### src/logic/lsu_mem_pkg.sv
// Shared types for the APB data memory. The lane count is fixed at four for a 32-bit data word

package lsu_mem_pkg;

  // ########################################
  // Sizes
  // ########################################

  // One byte lane per byte of the 32-bit data word
  localparam int lane_count = 4;

  // ########################################
  // Access width code
  // ########################################

  // Taken from the two paddr bits just above the byte address
  typedef enum logic [1:0] {
    byte_access     = 2'b00,
    half_access     = 2'b01,
    word_access     = 2'b10,
    reserved_access = 2'b11
  } access_width_e;

  // ########################################
  // Request and lane structs
  // ########################################

  // Request from the APB port to the steering block
  // The word index travels separately since its width follows mem_bytes
  typedef struct packed {
    logic [1:0]    byte_offset;
    access_width_e width;
    logic          sign_ext;
    logic          write;
    logic [31:0]   wdata;
  } mem_req_t;

  // Per-lane controls and store bytes, lane 0 is the lowest byte
  typedef struct packed {
    logic [lane_count-1:0]      lane_en;
    logic [lane_count-1:0]      lane_we;
    logic [lane_count-1:0][7:0] lane_data;
  } lane_req_t;

  // Load decode info, registered with the bank read
  typedef struct packed {
    logic [1:0]    byte_offset;
    access_width_e width;
    logic          sign_ext;
  } load_ctl_t;

  // ########################################
  // Returned data word
  // ########################################

  // Same 32 bits seen as bytes or as halfwords
  typedef union packed {
    logic [lane_count-1:0][7:0] bytes;
    logic [1:0][15:0]           halves;
  } mem_word_u;

endpackage

### src/logic/load_align.sv
// Picks and extends the loaded value. The reserved width returns zero

`timescale 1ns/1ns

module load_align
  import lsu_mem_pkg::*;
(
  input  logic [lane_count-1:0][7:0] lane_rdata,
  input  load_ctl_t                  load_ctl,
  output logic [31:0]                load_data
);

  mem_word_u  word;
  logic [7:0]  sel_byte;
  logic [15:0] sel_half;
  logic        fill;

  assign word.bytes = lane_rdata;

  // Both views read from the same word
  assign sel_byte = word.bytes[load_ctl.byte_offset];
  assign sel_half = word.halves[load_ctl.byte_offset[1]];

  always_comb begin
    fill = 1'b0;
    case (load_ctl.width)
      byte_access: begin
        fill      = load_ctl.sign_ext && sel_byte[7];
        load_data = {{24{fill}}, sel_byte};
      end
      half_access: begin
        fill      = load_ctl.sign_ext && sel_half[15];
        load_data = {{16{fill}}, sel_half};
      end
      word_access: load_data = word;
      default:     load_data = 32'h0;
    endcase
  end

endmodule

### config.mk
export PLATFORM = sky130hd
export DESIGN_NAME = load_align
export DESIGN_NICKNAME = d
export VERILOG_FILES = /design/src/logic/lsu_mem_pkg.sv /design/src/logic/load_align.sv
export SDC_FILE = /design/constraint.sdc
export NUM_CORES = 1
export LEC_CHECK = 0
export BUFFER_PORTS_ARGS = -buffer_cell sky130_fd_sc_hd__buf_2
export CAP_MARGIN = 0
export CORE_MARGIN = 1.5
export CORE_UTILIZATION = 43
export DETAILED_ROUTE_END_ITERATION = 16
export PLACE_DENSITY = 0.86
export SLEW_MARGIN = 40
export SYNTH_ARGS = -nofsm -noshare
export SYNTH_HDL_FRONTEND = slang
export SYNTH_SLANG_ARGS = --single-unit
### constraint.sdc
create_clock -name vclk -period 1.3
set_input_delay 0.13 -clock vclk [all_inputs]
set_output_delay 0.13 -clock vclk [all_outputs]
set_load 0.01 [all_outputs]
Word level (Yosys, flattened, before mapping)
Index checks and enable logic that the tools add are counted.

Flip-flop bits (word level): 0. Bits of input ports: 37. Output and inout port bits: 32. Logic and storage cells: 12.

Order comparisons: 2. Eq/ne operators: 2. Multiplexer cells: 5. Reductions and logical operators: 3.

Operators by type and width (count): $pmux 32 s3 (1); $mux 16 (2); $bmux 8 s2 (1); $mux 8 (1); $lt 2x3->1 const B (1); $eq 2x1->1 const B (1); $eq 2x2->1 const B (1); $logic_and 1x1->1 (2); $logic_not 2->1 (1); $lt 1x2->1 const B (1).

Depth between registers and ports, before layout
Depth in word-level cells: 4. Depth in mapped cells: 6. Mapped depth without buffers: 3.

Worst setup path after synthesis
Ideal clock, no wire load.

Path kind: input-to-output. Start: input load_ctl[2] in the netlist's numbering. End: output load_data[21]. Arrival time: 1.133 ns. Data required time: 1.170 ns. Setup slack: 0.037 ns. Stages: 5. Buffers on the path: 2. Cell sequence: buf_6 nor3b_4 a22oi_4 buf_6 o21ai_0.

Word-level cells in the longest chain between the ends: 2. Elaborated cells between the ends (all ways): 4. Classes of those cells: eq/ne: 2; mux: 1; reduce/logical: 1.

Ends and longest elaborated chain: start, declared (RTL line load_align.sv:9) `input load_ctl_t load_ctl,`; $eq 2x2->1, or another cell as far along (RTL line load_align.sv:26) `case (load_ctl.width)`; $pmux 32 s3 * (RTL line load_align.sv:26); end, declared (RTL line load_align.sv:10) `output logic [31:0] load_data`.

Every way passes the cells marked *; elsewhere a longest branch is shown, timed or not.

Final worst setup path
Start: input load_ctl[4] in the netlist's numbering. End: output load_data[11].

Word-level cells in the longest chain between the ends: 4. Elaborated cells between the ends (all ways): 6. Classes of those cells: mux: 5; reduce/logical: 1.

Ends and longest elaborated chain: $bmux 8 s2 (RTL line load_align.sv:21) `assign sel_byte = word.bytes[load_ctl.byte_offset];`; $mux 8 (not written as such) (RTL line load_align.sv:21); $logic_and 1x1->1 (RTL line load_align.sv:28) `fill = load_ctl.sign_ext && sel_byte[7];`; $pmux 32 s3 * (RTL line load_align.sv:26).

Every way passes the cells marked *; elsewhere a longest branch is shown, timed or not. The select of a mux whose other input is x is not followed.

==> metrics.txt <==
Via density=6.39; Post-Synthesis Net Count=162; multi-input logic area=945 sq um; Overflow after GRT=0; critical-path cell list=buf_12, mux2_4, a22oi_4, buf_6, buf_16, o21ai_2, buf_2; initial core utilization=0.457; Critical Path RT=1.17 ns; Worst Max-Slew Pin Slew=0.324 ns; critical path fanouts, max=5; WP buf/inv=4; syn avg cell area=7.18 sq um; Routed wire per std cell=20.4 microns; class of the worst hold path=in -> out; Setup Slack @ Placement=-0.143 ns; Final nets=242; area grow syn2layout=88.6%; Hold Path Depth=3; Crit. End Element=output port; failing checks=negative setup slack; register area share after synthesis=0; Detailed Routing Iterations Pass 1=5; antenna diode count=0; die width=48.7 microns; cts hold-fix bufs=0; CP Launch Type=input port; layout cells sized above 1=0.719; Die Area=0.00237 sq mm; number of synthesis warnings=0; outcome=finished with violations; final instance area=0.00169 sq mm; Setup Viol. Count Final=26; Hold Startpoint=lane_rdata[2]; highest-delay cell along the critical path=mux2_4; final wirelength=4700 microns; initial antenna violation count=0; # rows=16; sequential cell area=0 sq um; CP arrival=1.30 ns; Max VDD drop=0.000322 V; Buffers on Ports=69; CLK BUF=0; post-detailed-route count of antenna-violating nets=0; DRC viols=0; unrepaired setup endpoints after global routing=yes; gpl congestion=0.905; final period utilization=1.10; Max Cap Viol=0; worst hold endpoint=load_data[2]; Final Slew Violations=0; Final Hold Fails=0; Setup CP Type=in -> out; Top Ports=69; DR vias=1470; Unique masters post-synth=28; dpl cell area=0.00135 sq mm; Period minus WS final=1.43 ns; first-pass GRT wire length=6380 microns; final core occ=0.862; cell family with most CP delay=buffers and inverters; Max-slew headroom=0.784; post-route setup slack=-0.132 ns; slowest cell delay on critical path=0.33 ns; Starting DRT DRC Count=79; layout sequential cell count=0; largest net degree at the start of global routing=27; pwr/cell area=434 mW/mm^2; Total Routing Usage GR=0.337; vias in the first global route=1317; fill count=115; dpl hpwl=2600 microns; Die Height=48.7 microns; FMAX=0.698 GHz; Core ar.=0.00196 sq mm; LEAKAGE=0.000786 uW; mapped cell area=897 sq um; Synth Instances=125
[tightest hold or removal path, cell delays in order]
cell and delay, ns:
buf_2 0.08, a221o_1 0.13, buf_2 0.12
[report_power, final]
part           internal [uW]  switching, uW  total [uW]
Sequential                 0              0           0
Combinational            358            376         734
Clock                      0              0           0
Total                    358            376         734
[logic make-up (layout without fill, tap and decap cells)]
logic type	count (synthesis)	in the layout	share of synthesized area
AOI/OAI and AO/OA	64	64	0.526
buffers and inverters	18	96	0.124
muxes	11	11	0.141
and+or+nand+nor	32	32	0.209
[synth_stat cells]
library cell | n | area, sq um
and3b_1 | 1 | 8.76
nor2_1 | 5 | 18.8
buf_2 | 7 | 35.0
a21o_1 | 1 | 7.51
mux2_4 | 1 | 15.0
inv_1 | 1 | 3.75
o21ai_2 | 10 | 87.6
a22oi_4 | 1 | 21.3
buf_4 | 1 | 7.51
a211o_1 | 1 | 8.76
o21ai_1 | 2 | 10.0
nand3b_1 | 5 | 37.5
nor2b_1 | 8 | 50.1
o31a_1 | 4 | 35.0
o21ai_0 | 16 | 80.1
a221o_1 | 1 | 10.0
clkbuf_1 | 4 | 15.0
mux2i_1 | 1 | 10.0
clkbuf_2 | 1 | 5.00
a22oi_1 | 27 | 203
buf_6 | 4 | 45.0
nand3_1 | 1 | 5.00
nand2_1 | 7 | 26.3
mux2_2 | 9 | 101
nor3b_4 | 1 | 18.8
nor3_1 | 2 | 10.0
nand2b_1 | 2 | 12.5
o32ai_1 | 1 | 8.76
[worst max-delay path by stage]
stage	to	depth (start not counted)	startpoint	slack (ns)
finish	load_data[11]	7	load_ctl[4]	-0.13
CTS	load_data[12]	7	load_ctl[4]	-0.07
global placement	load_data[9]	6	load_ctl[4]	-0.08
floorplan	load_data[21]	5	load_ctl[2]	0.04
global route	load_data[29]	7	load_ctl[2]	-0.17
detailed placement	load_data[28]	6	load_ctl[4]	-0.14
[layout by cell type (no fill, tap or decap), types with 2 or more instances in the layout]
| master | instances |
|---|---|
| nand3b_1 | 5 |
| buf_8 | 2 |
| nand2b_1 | 2 |
| a22oi_1 | 9 |
| o21ai_1 | 10 |
| buf_6 | 5 |
| mux2_4 | 3 |
| o31a_1 | 4 |
| buf_2 | 63 |
| nor2b_1 | 6 |
| a22oi_2 | 18 |
| mux2_2 | 7 |
| nor2_1 | 5 |
| nand2_1 | 6 |
| o21ai_2 | 14 |
| o21ai_0 | 3 |
| buf_12 | 5 |
| buf_16 | 2 |
| buf_4 | 16 |
[metal layers]
layer,track usage,share of wire
met1,0.388,0.33
met2,0.630,0.51
met3,0.0278,0.084
met4,0.143,0.072
met5,0,0
[metrics by stage]
stage	cells	hold slack, ns	setup TNS (ns)	power, uW
after CTS	226	0.592	-1.00	633
after floorplan	125	0.406	0	310
after global routing	230	0.608	-3.27	770
after global placement	221	0.590	-1.40	524
final	230	0.588	-2.73	734
after detailed placement	221	0.591	-2.41	546
[area by class of cell]
cell class,instances,share of cell area
Multi-Input combinational cell,107,0.558
Timing Repair Buffer,95,0.419
Tap cell,27,0.0200
Inverter,1,0.00222
[what timing repair did]
item	in CTS	in global routing
setup endpoints to repair	29	28
gates cloned	2	1
pin swaps	5	5
buffers inserted	3	5
gates resized for setup	43	28
No activity file was read; power rests on OpenSTA's default activity.
