$ cat config.mk
export PLATFORM = sky130hd
export DESIGN_NAME = apb_access_port
export DESIGN_NICKNAME = d
export VERILOG_FILES = /design/src/logic/lsu_mem_pkg.sv /design/src/logic/apb_access_port.sv
export SDC_FILE = /design/constraint.sdc
export NUM_CORES = 1
export LEC_CHECK = 0
export BUFFER_PORTS_ARGS = -buffer_cell sky130_fd_sc_hd__buf_2
export CAP_MARGIN = 20
export CORE_AREA = 2 2 65 67
export DETAILED_ROUTE_END_ITERATION = 8
export DIE_AREA = 0 0 67 69
export GPL_ROUTABILITY_DRIVEN = 0
export PLACE_DENSITY = 0.66
export SYNTH_ARGS = -nofsm -noshare
export SYNTH_HDL_FRONTEND = slang
export SYNTH_SLANG_ARGS = --single-unit
$ cat constraint.sdc
create_clock -name clk -period 2 [get_ports clk]
set_input_delay 0.2 -clock clk [delete_from_list [all_inputs] [get_ports clk]]
set_output_delay 0.2 -clock clk [all_outputs]
set_load 0.005 [all_outputs]
$ cat src/logic/lsu_mem_pkg.sv
// Shared types for the APB data memory. The lane count is fixed at four for a 32-bit data word

package lsu_mem_pkg;

  // ########################################
  // Sizes
  // ########################################

  // One byte lane per byte of the 32-bit data word
  localparam int lane_count = 4;

  // ########################################
  // Access width code
  // ########################################

  // Taken from the two paddr bits just above the byte address
  typedef enum logic [1:0] {
    byte_access     = 2'b00,
    half_access     = 2'b01,
    word_access     = 2'b10,
    reserved_access = 2'b11
  } access_width_e;

  // ########################################
  // Request and lane structs
  // ########################################

  // Request from the APB port to the steering block
  // The word index travels separately since its width follows mem_bytes
  typedef struct packed {
    logic [1:0]    byte_offset;
    access_width_e width;
    logic          sign_ext;
    logic          write;
    logic [31:0]   wdata;
  } mem_req_t;

  // Per-lane controls and store bytes, lane 0 is the lowest byte
  typedef struct packed {
    logic [lane_count-1:0]      lane_en;
    logic [lane_count-1:0]      lane_we;
    logic [lane_count-1:0][7:0] lane_data;
  } lane_req_t;

  // Load decode info, registered with the bank read
  typedef struct packed {
    logic [1:0]    byte_offset;
    access_width_e width;
    logic          sign_ext;
  } load_ctl_t;

  // ########################################
  // Returned data word
  // ########################################

  // Same 32 bits seen as bytes or as halfwords
  typedef union packed {
    logic [lane_count-1:0][7:0] bytes;
    logic [1:0][15:0]           halves;
  } mem_word_u;

endpackage

$ cat src/logic/apb_access_port.sv
// APB slave with no PSTRB or PPROT. Width and sign bit ride in paddr above the byte address

`timescale 1ns/1ns

module apb_access_port
  import lsu_mem_pkg::*;
#(
  parameter int mem_bytes = 4096,
  localparam int addr_bits = $clog2(mem_bytes)
) (
  input  logic                   clk,
  input  logic                   rst,
  input  logic                   psel,
  input  logic                   penable,
  input  logic                   pwrite,
  input  logic [addr_bits+2:0]   paddr,
  input  logic [31:0]            pwdata,
  output logic [31:0]            prdata,
  output logic                   pready,
  output logic                   pslverr,
  output logic                   req_valid,
  output mem_req_t               req,
  output logic [addr_bits-3:0]   word_index,
  input  logic                   misaligned,
  input  logic [31:0]            load_data
);

  logic access_phase;
  logic read_pending;

  // ########################################
  // Address split
  // ########################################

  assign req.byte_offset = paddr[1:0];
  assign req.width       = access_width_e'(paddr[addr_bits+1:addr_bits]);
  assign req.sign_ext    = paddr[addr_bits+2];
  assign req.write       = pwrite;
  assign req.wdata       = pwdata;
  assign word_index      = paddr[addr_bits-1:2];

  // ########################################
  // Strobe and wait state
  // ########################################

  assign access_phase = psel && penable;

  // First access cycle only, the second read cycle is the wait state
  assign req_valid = access_phase && !read_pending;

  always_ff @(posedge clk) begin
    if (rst) begin
      read_pending <= 1'b0;
    end else if (read_pending && access_phase) begin
      read_pending <= 1'b0;
    end else if (req_valid && !pwrite && !misaligned) begin
      read_pending <= 1'b1;
    end
  end

  // Writes and errors finish at once, good reads one cycle later
  assign pready  = read_pending || (req_valid && (pwrite || misaligned));
  assign pslverr = req_valid && misaligned;
  assign prdata  = read_pending ? load_data : 32'h0;

  // ########################################
  // Checks
  // ########################################

  // Each transfer ends with pready within two cycles while the master still holds it
  assert property (@(posedge clk) disable iff (rst)
                   req_valid |-> ##[0:2] (pready && access_phase));

  assert property (@(posedge clk) disable iff (rst) penable |-> psel);

endmodule

# Word level (Yosys, flattened, before mapping)
# Cells that the tools add are included.
[totals]
ff_bits = 1
in_bits = 85
word_cells = 15
[classes]
muxes = 1
n_reduce_logical = 13
[ops]
columns = ["cell", "count"]
rows = [
  ["2-to-1 mux 32 bit", 1],
  ["logical AND 1 bit", 7],
  ["logical NOT 1 bit", 3],
  ["logical OR 1 bit", 2],
  ["OR reduction 2 bit", 1],
]

# Logic depth before layout (Yosys ltp)
# Gate-level depths: netlist of the first run.
[logic_depth]
word_depth = 4
ltp_mapped = 2

# Worst setup path before layout of the first run
# No wires, ideal clock.
[synth_path]
path_type = "register to output"
startpoint = "reg read_pending"
endpoint = "out prdata[23]"
arrival_time_ps = 718
path_slack_ps = 1082
stages_incl_launch_ff = 3
n_path_buf = 1
path_cell_list = "dfxtp_1 > clkbuf_2 > and2_1"
[synth_between]
elab_chain_len = 1
[synth_lines]
columns = ["item", "line", "source"]
rows = [
  ["start, declared", "apb_access_port.sv:29", "logic read_pending;"],
  ["start signal, assigned", "apb_access_port.sv:53", "read_pending <= 1'b0;"],
  ["start signal, assigned", "apb_access_port.sv:55", "read_pending <= 1'b0;"],
  ["start signal, assigned", "apb_access_port.sv:57", "read_pending <= 1'b1;"],
  ["2-to-1 mux 32 bit", "apb_access_port.sv:64", "assign prdata = read_pending ? load_data : 32'h0;"],
  ["end, declared", "apb_access_port.sv:18", "output logic [31:0] prdata,"],
]
# Every way passes these cells.

# Worst setup path in the final report of the first run
[layout_path]
startpoint = "reg read_pending"
endpoint = "out pslverr"
[layout_between]
elab_chain_len = 3
[layout_lines]
columns = ["item", "line", "source"]
rows = [
  ["logical NOT 1 bit", "apb_access_port.sv:49", "assign req_valid = access_phase && !read_pending;"],
  ["logical AND 1 bit", "apb_access_port.sv:49", ""],
  ["logical AND 1 bit", "apb_access_port.sv:63", "assign pslverr = req_valid && misaligned;"],
  ["end, declared", "apb_access_port.sv:20", "output logic pslverr,"],
]
# Every way passes these cells.

==> run summary, run 1 <==
status: completed
Post-Syn Nets: 177
Avg Vias per Cell: 3.62
PD cells: 127 mW/mm2
FF-to-FF End: read_pending
final instance area: 708 um2
DRT Wirelength: 1.51 mm
# rows: 23
final period utilization: 0.542
Core Util, Final: 0.181
Setup violations, final: 0
LEAKAGE: 0.471 nW
commonest cells after routing, fill and taps aside: 73 x buf_2, 32 x and2_1, 2 x nor2_1
DRC: 0
synthesized cell area: 648 um2
synthesized flop and latch total: 1
# IOs: 168
grt ovf: 0
Max Slew Vio Count: 0
number of global-route vias before repair: 491
nature of the critical path endpoint: output port
chip width: 67 um
Pre-antenna DRT Iters: 2
max FFs per register: 1
antenna cells: 0
Initial Utilization: 0.166
hpwl dp: 1.28 mm
Setup TNS: 0 ns
area delta synth->final: 9.27%
worst clock skew: 0 ns
1st-iter DRT viols: 3
Post-Syn Instances: 92
vias: 597
I/O Buffers: 73
Yosys cell types: 11
post-CTS setup buffer count: 0
worst min path class: in -> out
post-DR wirelength/cell: 9.15 um
r2r setup slk: 0.96 ns
Clock transition at path regs: 0 ns
Overall Power: 0.0000902 W
Peak Freq: 922 MHz
synthesis warning total: 0
Nets: 202
R2R depth: 3
minimum clock period: 1.08 ns
number of max-cap violations: 0
initial antenna violation count: 0
first-pass GRT wire length: 2.03 mm
Worst setup SP type: flip-flop
Largest regs: read_pending: 1 flops
die area: 0.00462 mm2
crit path max fanout: 37
placed cell areas: 708 um2
antenna-violating nets left: 0
CP Data Arrival Time: 0.88 ns
Worst slew margin: 0.822
Fin. Hold Viols: 0
die span in y: 69 um
syn_area_per_cell: 7.04 um2
RSZ-0062 raised after global routing: no
largest net degree at the start of global routing: 38
gr usage total: 0.0530
Seq/Total Area, Yosys: 0.0309
share of cells above drive strength 1: 0.652
Largest Register: read_pending
Worst-Skew Late Latency: 0 ns
post-cts sizing count: 0
Peak VDD IR: 109 uV
critical path class: reg -> out
WP data required: 1.80 ns
CTS Hold Buffers Added: 0
core area: 0.00391 mm2
Worst R2R Start: read_pending
pre-CTS WS: 0.883 ns
worst setup path start: read_pending
crit path to: pslverr
final worst slack: 0.915 ns
worst slew pin tran: 0.267 ns
most common cell after layout, fill and taps aside: buf_2
-- how the worst min path moves through the flow --
stage / startpoint / to / depth (start not counted)
3_3_place_gp: pwdata[15] / req[15] / 0
2_1_floorplan: rst / read_pending / 2
3_5_place_dp: pwdata[15] / req[15] / 0
4_1_cts: pwdata[15] / req[15] / 0
6_report: pwdata[11] / req[11] / 0
5_1_grt: pwdata[25] / req[25] / 0
-- stage by stage --
step	hold WS, ns	std cells
after floorplan	0.436	92
after global placement	0.400	165
after detailed placement	0.400	165
after CTS	0.400	165
after global routing	0.400	165
final	0.400	165
-- worst max-delay path: stages (launching register included) --
cell and delay [ns]:
dfxtp_1 0.27, buf_4 0.21, nor3b_1 0.24, buf_2 0.15
-- layer usage --
layer	up-vias	track usage	wire length (um)	share of wire
met5	-	0	0	0
met4	0	0.0317	73	0.048
met3	12	0.0179	297	0.20
met2	67	0.112	762	0.50
met1	241	0.0345	377	0.25
li1	277	-	-	-
-- power by group --
part	switching [W]	total [W]	internal, W	leakage [nW]
Combinational	0.0000253	0.0000691	0.0000438	0.463
Sequential	0.000000124	0.0000211	0.0000210	0.00812
Clock	0	0	0	0
Total	0.0000254	0.0000902	0.0000648	0.471
-- synth_stat cells --
master / count / area (um2)
a22o_2: 1 / 10.0
and2_1: 32 / 200
buf_4: 48 / 360
clkbuf_2: 3 / 15.0
dfxtp_1: 1 / 20.0
nand2_1: 1 / 3.75
nor2_1: 2 / 7.51
nor2b_1: 1 / 6.26
nor3b_1: 1 / 7.51
nor4bb_1: 1 / 10.0
o21bai_1: 1 / 7.51
-- cell families after synthesis --
logic type      synth area share
flops                     0.0309
simple gates               0.363
compound gates            0.0270
buf+inv                    0.579
-- final cells by class --
| type | instances | area [um2] |
|---|---|---|
| sequential | 1 | 20.0 |
| tap | 50 | 62.6 |
| fill | 452 | 3210 |
| timing repair buffer | 74 | 373 |
| multi-input combinational | 40 | 253 |
Note: power is estimated with default switching activity, not from simulation.
==> inputs of run 2 (changes only) <==
ABC_AREA = 1   (was not set)
CORE_AREA = 2 2 64 66   (was 2 2 65 67)
DIE_AREA = 0 0 66 68   (was 0 0 67 69)
PLACE_DENSITY = 0.71   (was 0.66)
clock period = 1 ns   (was 2 ns; I/O delays follow)
==> run summary, run 2 <==
max FFs per register: 1 (unchanged)
Worst slew margin: 0.882 (+0.0601)
area delta synth->final: 6.00%
Initial Utilization: 0.195 (+0.0291)
routed length on met2: 835 um (+9.6%)
Clock transition at path regs: 0 ns (unchanged)
Pre-antenna DRT Iters: 2 (unchanged)
Largest regs: read_pending: 1 flops
number of global-route vias before repair: 511 (+4.1%)
DRT Wirelength: 1.69 mm (+12%)
Fin. Hold Viols: 0 (unchanged)
Peak Freq: 1140 MHz
synth top area cells: buf_4 48%, nand2_1 19%, inv_1 18%
Overall Power: 0.000266 W (+190%)
most common cell after layout, fill and taps aside: buf_2
final period utilization: 0.878
CP Data Arrival Time: 0.78 ns (-0.10 ns)
Worst setup SP type: flip-flop
hold slack: 0.200 ns (-0.200 ns)
Avg Vias per Cell: 3.38 (-6.6%)
post-DR wirelength/cell: 8.11 um (-11%)
top sig layer: met4
cell with the most instances after synthesis: buf_4
first-pass GRT wire length: 2.11 mm (+4.1%)
Worst-Skew Late Latency: 0 ns (unchanged)
Post-Syn Instances: 134 (+46%)
Yosys cell types: 11 (unchanged)
Core Util, Final: 0.206 (+0.0254)
die span in y: 68 um (-1.4%)
sequential cell area: 20.0 um2 (unchanged)
WP data required: 0.90 ns (-0.90 ns)
die area: 0.00449 mm2 (-2.9%)
synthesized flop and latch total: 1 (unchanged)
crit path max fanout: 18 (-51%)
worst clock skew: 0 ns (unchanged)
nature of the critical path endpoint: output port
prevailing post-synth register cell: dfxtp_1
largest net degree at the start of global routing: 19 (-50%)
Setup violations, final: 0 (unchanged)
antenna-violating nets left: 0 (unchanged)
chip width: 66 um (-1.5%)
EDFF count, synth: 0 (unchanged)
minimum clock period: 0.878 ns
commonest cells after routing, fill and taps aside: 73 x buf_2, 38 x nand2_1, 36 x inv_1, 3 x buf_4, 2 x inv_2
Synth top area share: 0.480 (-0.0760)
I/O Buffers: 73 (unchanged)
antenna cells: 0 (unchanged)
Async SR Flop Fraction: 0 (unchanged)
hpwl dp: 1.53 mm (+20%)
worst slew pin tran: 0.176 ns (-0.0902 ns)
vias: 703 (+18%)
PD cells: 334 mW/mm2 (+160%)
grt ovf: 0 (unchanged)
# IOs: 168 (unchanged)
core area: 0.00386 mm2 (-1.5%)
1st-iter DRT viols: 6 (+3)
WL met3: 305 um (+2.7%)
synthesized cell area: 751 um2 (+16%)
Peak VDD IR: 151 uV (+38%)
# rows: 23 (unchanged)
post-cts sizing count: 0 (unchanged)
CTS Hold Buffers Added: 0 (unchanged)
post-CTS setup buffer count: 0 (unchanged)
post-synth top area cell: buf_4
synth cell count leaders: 48 x buf_4, 38 x nand2_1, 36 x inv_1
syn_area_per_cell: 5.60 um2 (-20%)
Setup TNS: 0 ns (unchanged)
LEAKAGE: 0.760 nW (+62%)
worst min path class: in -> out
Post-Syn Nets: 219 (+24%)
initial antenna violation count: 0 (unchanged)
Max Slew Vio Count: 0 (unchanged)
M1 WL: 427 um (+13%)
Seq/Total Area, Yosys: 0.0267 (-0.00422)
share of cells above drive strength 1: 0.519 (-0.133)
Fillers: 463 (+2.4%)
critical path class: reg -> out
Largest Register: read_pending
status: completed
Multi-input gate area: 176 um2 (-30%)
RSZ-0062 raised after global routing: no
number of max-cap violations: 0 (unchanged)
DRC: 0 (unchanged)
Nets: 245 (+21%)
gr usage total: 0.0584 (+0.00538)
synthesis warning total: 0 (unchanged)
run 2: stage by stage:
stage | cells | setup WS (ns) | instance area, um2
after global routing | 208 | 0.0337 | 796
after detailed placement | 208 | 0.110 | 796
after global placement | 208 | 0.121 | 796
after CTS | 208 | 0.105 | 796
after floorplan | 134 | 0.253 | 751
final | 208 | 0.122 | 796
run 2: cell type report:
type,count,area share
inverters,39,0.187
multi-input cells,42,0.222
flip-flops and latches,1,0.0252
well taps,50,0.0786
repair buffers,76,0.487
run 2: worst paths after layout:
path                startpoint      endpoint  slack (ns)  cells after the start
setup reg to reg  read_pending  read_pending        0.19                      6
hold reg to reg   read_pending  read_pending        0.70                      5
setup / recovery  read_pending     prdata[4]        0.12                      4
hold / removal       pwdata[0]        req[0]        0.20                      0
run 2: per-layer routing:
layer | track usage | vias up
met1 | 0.0391 | 267
met4 | 0.0536 | 0
met5 | 0 | -
met2 | 0.117 | 61
met3 | 0.0247 | 14
li1 | - | 361
run 2: logic make-up after synthesis:
logic type    count (synthesis)  synth area share
simple gates                 42             0.235
buf+inv                      91             0.738
flops                         1            0.0267
run 2: power by group:
| group | switching [W] | leakage [nW] | total [W] | internal [W] |
|---|---|---|---|---|
| clock | 0 | 0 | 0 | 0 |
| sequential | 0.00000154 | 0.00821 | 0.0000447 | 0.0000431 |
| combinational | 0.000103 | 0.752 | 0.000221 | 0.000118 |
run 2: worst max-delay path, cell delays in order, from the launching register on:
cell     delay [ns]
dfxtp_1        0.32
buf_4          0.22
nand2_1        0.09
inv_2          0.05
buf_2          0.09
