$ cat src/logic/lsu_mem_pkg.sv
// Shared types for the APB data memory. The lane count is fixed at four for a 32-bit data word

package lsu_mem_pkg;

  // ########################################
  // Sizes
  // ########################################

  // One byte lane per byte of the 32-bit data word
  localparam int lane_count = 4;

  // ########################################
  // Access width code
  // ########################################

  // Taken from the two paddr bits just above the byte address
  typedef enum logic [1:0] {
    byte_access     = 2'b00,
    half_access     = 2'b01,
    word_access     = 2'b10,
    reserved_access = 2'b11
  } access_width_e;

  // ########################################
  // Request and lane structs
  // ########################################

  // Request from the APB port to the steering block
  // The word index travels separately since its width follows mem_bytes
  typedef struct packed {
    logic [1:0]    byte_offset;
    access_width_e width;
    logic          sign_ext;
    logic          write;
    logic [31:0]   wdata;
  } mem_req_t;

  // Per-lane controls and store bytes, lane 0 is the lowest byte
  typedef struct packed {
    logic [lane_count-1:0]      lane_en;
    logic [lane_count-1:0]      lane_we;
    logic [lane_count-1:0][7:0] lane_data;
  } lane_req_t;

  // Load decode info, registered with the bank read
  typedef struct packed {
    logic [1:0]    byte_offset;
    access_width_e width;
    logic          sign_ext;
  } load_ctl_t;

  // ########################################
  // Returned data word
  // ########################################

  // Same 32 bits seen as bytes or as halfwords
  typedef union packed {
    logic [lane_count-1:0][7:0] bytes;
    logic [1:0][15:0]           halves;
  } mem_word_u;

endpackage

$ cat src/logic/lane_steer.sv
// Misaligned and reserved accesses enable no lane, so they never touch the banks

`timescale 1ns/1ns

module lane_steer
  import lsu_mem_pkg::*;
#(
  parameter int mem_bytes = 4096,
  localparam int addr_bits = $clog2(mem_bytes)
) (
  input  logic                 clk,
  input  logic                 rst,
  input  logic                 req_valid,
  input  mem_req_t             req,
  input  logic [addr_bits-3:0] word_index,
  output lane_req_t            lanes,
  output logic [addr_bits-3:0] bank_index,
  output logic                 misaligned,
  output load_ctl_t            load_ctl
);

  logic [lane_count-1:0] lane_mask;

  // Alignment check and lane mask per width
  always_comb begin
    misaligned = 1'b0;
    lane_mask  = '0;
    case (req.width)
      byte_access: lane_mask = 4'b0001 << req.byte_offset;
      half_access: begin
        misaligned = req.byte_offset[0];
        lane_mask  = req.byte_offset[1] ? 4'b1100 : 4'b0011;
      end
      word_access: begin
        misaligned = (req.byte_offset != 2'b00);
        lane_mask  = 4'b1111;
      end
      default: misaligned = 1'b1;
    endcase
  end

  assign lanes.lane_en = (req_valid && !misaligned) ? lane_mask : '0;
  assign lanes.lane_we = lanes.lane_en & {lane_count{req.write}};

  // Store data replicated so each enabled lane sees its own byte
  always_comb begin
    case (req.width)
      byte_access: lanes.lane_data = {4{req.wdata[7:0]}};
      half_access: lanes.lane_data = {2{req.wdata[15:0]}};
      default:     lanes.lane_data = req.wdata;
    endcase
  end

  assign bank_index = word_index;

  // Decode info follows the bank read by one cycle
  always_ff @(posedge clk) begin
    if (rst) begin
      load_ctl <= '0;
    end else if (req_valid && !req.write) begin
      load_ctl.byte_offset <= req.byte_offset;
      load_ctl.width       <= req.width;
      load_ctl.sign_ext    <= req.sign_ext;
    end
  end

  // Odd halfwords, unaligned words and the reserved code are flagged and write no lane
  assert property (@(posedge clk) disable iff (rst)
                   ((req.width == half_access && req.byte_offset[0]) ||
                    (req.width == word_access && req.byte_offset != 2'b00) ||
                    req.width == reserved_access)
                   |-> misaligned && (lanes.lane_we == '0));

endmodule

$ cat config.mk
export PLATFORM = sky130hd
export DESIGN_NAME = lane_steer
export DESIGN_NICKNAME = d
export VERILOG_FILES = /design/src/logic/lsu_mem_pkg.sv /design/src/logic/lane_steer.sv
export SDC_FILE = /design/constraint.sdc
export NUM_CORES = 1
export LEC_CHECK = 0
export BUFFER_PORTS_ARGS = -buffer_cell sky130_fd_sc_hd__buf_2
export CAP_MARGIN = 10
export CORE_ASPECT_RATIO = 0.8
export CORE_UTILIZATION = 36
export CTS_CLUSTER_SIZE = 25
export DETAILED_ROUTE_END_ITERATION = 12
export PLACE_DENSITY = 0.95
export SYNTH_ARGS = -nofsm -noshare
export SYNTH_HDL_FRONTEND = slang
export SYNTH_SLANG_ARGS = --single-unit
$ cat constraint.sdc
create_clock -name clk -period 2.25 [get_ports clk]
set_input_delay 0.45 -clock clk [delete_from_list [all_inputs] [get_ports clk]]
set_output_delay 0.45 -clock clk [all_outputs]
set_load 0.01 [all_outputs]
# After elaboration in Yosys (flattened, before gate mapping)
# Index checks and enable logic that the tools add are counted.
dict set report totals {
  reg_bits 5
  latch_bits 0
  ramBits 0
  mem_bits_ro 0
  in_bits 51
  memories 0
}
dict set report classes {
  add_sub_neg 0
  mul 0
  n_div 0
  order_cmp 0
  n_eq_ne 2
  shift 1
  muxes 5
  bitwise 1
  reduce_logical 6
}
# op count
set op_table {}
lappend op_table {{$pmux W32 S2} 1}
lappend op_table {{$pmux W4 S3} 1}
lappend op_table {{$mux W4} 2}
lappend op_table {{$and A4 B4 Y4} 1}
lappend op_table {{$shl A1 B2 Y4 const A} 1}
lappend op_table {{$pmux W1 S3} 1}
lappend op_table {{$eq A2 B1 Y1 const B} 1}
lappend op_table {{$eq A2 B2 Y1 const B} 1}
lappend op_table {{$logic_and A1 B1 Y1} 2}
lappend op_table {{$logic_not A1 Y1} 2}
lappend op_table {{$logic_not A2 Y1} 1}
lappend op_table {{$reduce_bool A2 Y1} 1}

# Depth between registers and ports, before layout
# Gate-level depths: netlist (run 1).
dict set report logic_depth {
  ltp_word 6
  depth_mapped 5
  mapped_depth_nobuf 3
}

# Worst setup path after synthesis (run 1)
# No wires, ideal clock.
dict set report synth_timing {
  kind {input to output}
  start {input port req[34] (netlist name)}
  end {output port lanes[33] (netlist name)}
  t_arrival_ns 1.191
  required_time_ns 1.800
  slack_ns 0.609
  path_stages 4
  cell_sequence {buf_6 > buf_8 > nor2_1 > nor4_1}
}
# element line_no
set synth_rtl {}
lappend synth_rtl {{start: declaration} lane_steer.sv:14} ;# input mem_req_t req,
lappend synth_rtl {{end: declaration} lane_steer.sv:16} ;# output lane_req_t lanes,

==> results of run 1 <==
==> final cells by class <==
cell class	count	area (um^2)
fillers	223	1050
multi-input cells	72	576
repair buffers	89	465
flip-flops and latches	5	100
well taps	25	31.3
clock buffers	4	26.3
inverters	2	7.51
==> per-layer routing <==
layer,track usage,vias to the layer above
li1,-,488
met1,0.205,412
met2,0.294,52
met3,0.0281,0
met4,0.0762,0
met5,0,-
==> synth_stat cells, drive strengths merged <==
cell / instances / area, um^2
mux2: 16 / 180
o22a: 1 / 8.76
nor2b: 1 / 6.26
mux2i: 13 / 130
nor2: 11 / 48.8
dfxtp: 5 / 100
o21a: 1 / 7.51
xor2: 1 / 8.76
nor4: 2 / 12.5
a311oi: 1 / 8.76
nor4bb: 1 / 10.0
a2111oi: 2 / 42.5
o21ai: 8 / 40.0
nor3: 2 / 10.0
inv: 2 / 7.51
nor3b: 1 / 7.51
buf: 27 / 214
nor4b: 1 / 15.0
a21oi: 1 / 5.00
nand2: 9 / 33.8
==> kinds of logic after synthesis <==
| logic type | count (synthesis) | share of synthesized area |
|---|---|---|
| flip-flops | 5 | 0.112 |
| buffers and inverters | 29 | 0.247 |
| AND/OR/NAND/NOR | 28 | 0.160 |
| multiplexers | 29 | 0.346 |
| XOR/XNOR | 1 | 0.00976 |
| AO/OA/AOI/OAI | 14 | 0.126 |
==> report_power, final <==
| part | switching [mW] | internal (mW) |
|---|---|---|
| clock network | 0.0350 | 0.0669 |
| registers | 0.00218 | 0.0933 |
| logic | 0.115 | 0.111 |
| total | 0.153 | 0.271 |
==> worst max-delay path: stages <==
cell    delay, ns
buf_2        0.18
nor2_4       0.14
buf_4        0.18
mux2_2       0.34
buf_2        0.14
==> path summary, 6_finish.rpt <==
| check | from | end | slack, ns | depth (start not counted) |
|---|---|---|---|---|
| hold reg to reg | load_ctl[3] | load_ctl[3] | 0.51 | 2 |
| setup reg to reg | load_ctl[0] | load_ctl[0] | 1.62 | 2 |
| setup / recovery | req[35] | lanes[15] | 0.37 | 5 |
| hold / removal | rst | load_ctl[0] | 0.44 | 2 |
==> through the flow <==
step	utilization	power [mW]
after floorplan	-	0.258
after global placement	0.524	0.321
after detailed placement	0.524	0.324
after CTS	0.536	0.431
after global routing	0.536	0.460
final	0.536	0.424
==> flow_summary.toml, run 1 <==
[outcome]
status = "finished, violations left"
violations = "DRC"

[cts]
clk_latency_ns = 0.24
tritoncts = "yes"
cts_resized = 0
cts_setup_buffers = 0
clk_pin_slew_ns = 0.04
ctsHoldBuffers = 0
cts_buffer_depth = 2
cts_made_buffers = 3
cts-root-buf = "clkbuf_4"
clkSinkCount = 5
htree_levels = 1

[cells_and_area]
mostFrequentLayoutCells = "86 x buf_2, 16 x mux2_2, 13 x mux2i_1"
diodes = 0
top_register = "load_ctl"
nets = 224
area_growth_pct = 34.4
final_common_cell = "buf_2"
top_regs = "load_ctl: 5 flops"
final_cells = 197
drive_gt1_frac = 0.651
largest_register_ffs = 5
final_cell_area_mm2 = 0.00121

[sta]
period_share = 0.835
hold_viol_final = 0
slew_headroom = 0.637
setup_ws_ns = 0.370
clock_skew_ns = 0
worst_hold_slack_ns = 0.440
tightest_slew_ns = 0.544
slew_viol_final = 0
max_freq_mhz = 532
fin_tns_setup_ns = 0
fin_crit_ns = 1.88
finalSetupViolCount = 0
rsz0062_at_grt = "no"

[grt]
grt.total_usage = 0.168
grt_pass1_wl_um = 3500
grt_max_degree = 27
grt_pass1_vias = 806
antenna_found_initial = 0
overflow = 0

[routing]
post_drt_via_cell_ratio = 4.83
met2WireLength_um = 1210
drt_iter0_markers = 11
wirelength_met1_um = 995
ant_nets = 0
wl_met3_um = 194
wirelength_um = 2400
wire_per_inst_um = 12.2
drcViolationCount = 3
firstDrtPassIters = 8
top_layer = "met3"
vias = 952

[synth]
synth-seq-cells = 5
syn_inst = 106
synth_warnings = 0
seq_area_frac_synth = 0.112
synth_nets = 157
syn_avg_cell_area_um2 = 8.46
synth_cell_type_count = 26
synth_area_um2 = 897

[setup_path]
start_kind = "input port"
critical_path_class = "in -> out"
endpoint_kind = "output pin"
cp.required_ns = 1.80
critPathArrivalTime_ns = 1.43
crit_fanout = 10

[floorplan]
die-area_mm2 = 0.00270
die_width_um = 57.8
start_util = 0.398
core_mm2 = 0.00225
row_count = 15
ios = 107
die_h_um = 46.7

[power]
p_leak_nw = 0.648
p_per_area_mw_per_mm2 = 352
max-vdd-ir-drop_mv = 0.198

[run]
maxCapViolCount = 0

[place]
hpwl_um = 1920
place_area_mm2 = 0.00118
io_buffers = 86
dp.cells = 193
routabilityCongestion = 0.732
post-place-ws_ns = 0.370

[min_path]
hold_path.class = "in -> reg"
Note: power is estimated with default switching activity, not from simulation.
==> run 2, diff against run 1 <==
- CORE_UTILIZATION: 36 -> 30
- PLACE_DENSITY: 0.95 -> 0.86
- clock period: 2.25 -> 1.62 ns (I/O delays scaled with it)
==> run 2 against run 1 <==
  * The run now ends clean
  * Global-route usage down 2.1 points
  * Via count increased by 3.5%
  * Clock skew did not move
  * Hold slack lost 0.11 ns
  * Sequential share of layout area down 0.55 points
  * Clock power increased by 130%
  * Sequential power rose by 38%
  * Combinational power up 44%
  * Register-to-register slack worse by 0.59 ns
  * Critical endpoint is now lanes[12]
  * Largest power group unchanged
==> flow_summary.toml, run 2 (synthesis gave the netlist of run 1 again) <==
[routing]
wire_per_inst_um = 11.0
ant_nets = 0
firstDrtPassIters = 4
drt_iter0_markers = 41
drcViolationCount = 0
wirelength_um = 2360
post_drt_via_cell_ratio = 4.58
vias = 985

[floorplan]
start_util = 0.320
core_mm2 = 0.00281
row_count = 17
die_h_um = 50.9
die-area_mm2 = 0.00321
die_width_um = 63.1
ios = 107

[setup_path]
critical_path_class = "in -> out"
crit_fanout = 8
start_kind = "input port"
cp.required_ns = 1.30
critPathArrivalTime_ns = 1.23
endpoint_kind = "output pin"

[grt]
grt_pass1_wl_um = 3690
antenna_found_initial = 0
overflow = 0
grt_max_degree = 20
grt.total_usage = 0.147
grt_pass1_vias = 801

[sta]
slew_headroom = 0.805
hold_viol_final = 0
fin_crit_ns = 1.56
clock_skew_ns = 0
rsz0062_at_grt = "no"
setup_ws_ns = 0.0627
slew_viol_final = 0
period_share = 0.961
worst_hold_slack_ns = 0.325
tightest_slew_ns = 0.290
fin_tns_setup_ns = 0
finalSetupViolCount = 0
max_freq_mhz = 642

[cells_and_area]
nets = 229
top_register = "load_ctl"
largest_register_ffs = 5
drive_gt1_frac = 0.661
top_regs = "load_ctl: 5 flops"
diodes = 0
mostFrequentLayoutCells = "86 x buf_2, 16 x mux2_2, 13 x mux2i_1"
fill_cells = 297
final_common_cell = "buf_2"
register_area_um2 = 100
area_growth_pct = 43.9
multiInputGateArea_um2 = 576

[cts]
clk_latency_ns = 0.22
ctsHoldBuffers = 0
htree_levels = 1
tritoncts = "yes"
cts_made_buffers = 3
cts_setup_buffers = 0
clk_pin_slew_ns = 0.04
cts_buffer_depth = 2
cts_resized = 0
clkSinkCount = 5
cts-root-buf = "clkbuf_8"

[place]
io_buffers = 86
hpwl_um = 1960
routabilityCongestion = 0.709
post-place-ws_ns = 0.0615

[power]
max-vdd-ir-drop_mv = 0.385
p_leak_nw = 0.683
p_per_area_mw_per_mm2 = 536

[min_path]
hold_path.class = "in -> reg"

[outcome]
status = "completed"

[run]
maxCapViolCount = 0
-- run 2: cell types whose count changed in the layout (fill, tap and decap cells not counted) --
cell      before  now
clkbuf_4       3    0
clkbuf_8       0    3
buf_12         1    2
buf_4          2    6
-- run 2: path summary, 6_finish.rpt --
check                                 start     endpoint  slack [ns]  cells after the start
worst max-delay path                req[34]    lanes[12]        0.06                      5
worst min register to register  load_ctl[0]  load_ctl[0]        0.48                      2
worst min-delay path                    rst  load_ctl[2]        0.33                      2
worst max register to register  load_ctl[3]  load_ctl[3]        1.03                      2
-- run 2: area by class of cell --
cell class              count  share of cell area
repair buffers             94               0.399
multi-input cells          72               0.446
flip-flops and latches      5              0.0775
inverters                   2             0.00581
clock buffers               4              0.0349
well taps                  38              0.0368
-- run 2: per-stage QoR --
step                 util  power [mW]  std cells  instance area, um^2
floorplan               -       0.358        106                  897
CTS                 0.460       0.703        215                 1290
detailed placement  0.444       0.465        211                 1250
global route        0.460       0.740        215                 1290
finish              0.460       0.692        215                 1290
global placement    0.444       0.459        211                 1250
-- run 2: layer usage --
metal | wire, um | vias up | GRT usage
li1 | - | 495 | -
met1 | 1080 | 439 | 0.188
met2 | 1090 | 47 | 0.226
met3 | 164 | 4 | 0.0379
met4 | 27 | 0 | 0.0736
met5 | 0 | - | 0
-- run 2: power breakdown --
| part | internal [mW] | switching (mW) | leakage [nW] | total [mW] |
|---|---|---|---|---|
| Clock | 0.169 | 0.0627 | 0.0228 | 0.232 |
| Combinational | 0.166 | 0.163 | 0.620 | 0.328 |
| Sequential | 0.130 | 0.00253 | 0.0409 | 0.132 |
| Total | 0.465 | 0.228 | 0.683 | 0.692 |
-- run 2: critical path: stages --
cell,delay (ns)
buf_2,0.15
nor2_4,0.14
buf_12,0.14
mux2_2,0.34
buf_2,0.14
==> run 3, diff against run 2 <==
- clock period: 1.62 -> 1.25 ns (I/O delays scaled with it)
==> run 3 against run 2 <==
  * The run now ends with setup timing left
  * Clock power is 30% higher
  * Combinational power is 76% higher
  * Critical path depth stayed put
  * Largest power group unchanged
==> flow_summary.toml, run 3 (synthesis gave the netlist of run 1 again) <==
[sta]
tightest_slew_ns = 0.246
fin_tns_setup_ns = -0.921
max_freq_mhz = 745
hold_viol_final = 0
rsz0062_at_grt = "yes"
worst_hold_slack_ns = 0.252
period_share = 1.07
finalSetupViolCount = 16
slew_headroom = 0.835
setup_ws_ns = -0.0915
fin_crit_ns = 1.34
slew_viol_final = 0
clock_skew_ns = 0

[grt]
antenna_found_initial = 0
grt_pass1_wl_um = 4550
grt_pass1_vias = 1013
overflow = 0
grt.total_usage = 0.178
grt_max_degree = 10

[routing]
drt_iter0_markers = 22
wire_per_inst_um = 13.1
ant_nets = 0
wirelength_um = 2920
post_drt_via_cell_ratio = 4.72
firstDrtPassIters = 3
drcViolationCount = 0
vias = 1047

[cts]
clk_pin_slew_ns = 0.04
cts_made_buffers = 3
cts_buffer_depth = 2
clkSinkCount = 5
tritoncts = "yes"
cts-root-buf = "clkbuf_8"
htree_levels = 1
ctsHoldBuffers = 0
clk_latency_ns = 0.22

[cells_and_area]
mostFrequentLayoutCells = "71 x buf_2, 19 x buf_6, 11 x mux2i_1"
diodes = 0
final_common_cell = "buf_2"
final_cells = 222
drive_gt1_frac = 0.750
final_util = 0.583
area_growth_pct = 82.6
largest_register_ffs = 5
top_regs = "load_ctl: 5 flops"
nets = 236
top_register = "load_ctl"

[floorplan]
die_h_um = 50.9
start_util = 0.320
die_width_um = 63.1
ios = 107
die-area_mm2 = 0.00321
core_mm2 = 0.00281
row_count = 17

[run]
maxCapViolCount = 0

[outcome]
status = "finished, violations left"
violations = "setup timing"

[setup_path]
crit_fanout = 8
critPathArrivalTime_ns = 1.09
critical_path_class = "in -> out"
worstSetupStartpoint = "req[34]"
crit_end = "lanes[13]"
r2r_cells = 2
endpoint_kind = "output pin"
start_kind = "input port"
r2r_end = "load_ctl[1]"
timing.reg2reg.setup_slack_ns = 0.66
r2r_start = "load_ctl[1]"
cp.required_ns = 1.00

[power]
p_leak_nw = 0.835
power_mw = 1.05
max-vdd-ir-drop_mv = 0.847
p_per_area_mw_per_mm2 = 642

[place]
dp.cells = 216
hpwl_um = 2100
routabilityCongestion = 0.674
io_buffers = 86

[min_path]
whs_path_depth = 2
hold_path.class = "in -> reg"
run 3: cell type report:
| type | instances | area, um^2 |
|---|---|---|
| timing repair buffer | 101 | 717 |
| fill | 275 | 1170 |
| clock inverter | 1 | 5.00 |
| multi-input combinational | 72 | 707 |
| inverter | 2 | 20.0 |
| tap | 38 | 47.5 |
| sequential | 5 | 100 |
| clock buffer | 3 | 41.3 |
run 3: how the worst min path moves through the flow:
stage,from,end,slack (ns)
5_1_grt,rst,load_ctl[3],0.27
4_1_cts,rst,load_ctl[4],0.25
2_1_floorplan,rst,load_ctl[0],0.32
3_5_place_dp,load_ctl[2],load_ctl[2],0.48
6_report,rst,load_ctl[3],0.25
3_3_place_gp,load_ctl[0],load_ctl[0],0.47
run 3: report_power, final:
group | switching, mW | internal, mW
combinational | 0.259 | 0.318
sequential | 0.00352 | 0.168
clock | 0.0876 | 0.215
total | 0.350 | 0.701
run 3: through the flow:
stage	setup WS, ns	instance area [um^2]
2_1_floorplan	0.00949	897
3_3_place_gp	-0.126	1270
3_5_place_dp	-0.140	1270
4_1_cts	-0.101	1490
5_1_grt	-0.115	1640
6_report	-0.0915	1640
run 3: timing repair:
action,4_1_cts,5_1_grt
setup endpoints to repair,33,32
endpoints found under the hold margin,0,0
buffers inserted,2,0
pin swaps,9,6
resized for setup,35,33
run 3: layer usage:
metal | track usage | up-vias | share of wire
li1 | - | 506 | -
met1 | 0.207 | 490 | 0.41
met2 | 0.312 | 47 | 0.51
met3 | 0.0424 | 4 | 0.070
met4 | 0.0775 | 0 | 0.012
met5 | 0 | - | 0
run 3: worst max-delay path, stage by stage:
cell	delay, ns
buf_12	0.12
nor2_4	0.14
buf_12	0.15
mux2_4	0.31
buf_6	0.13
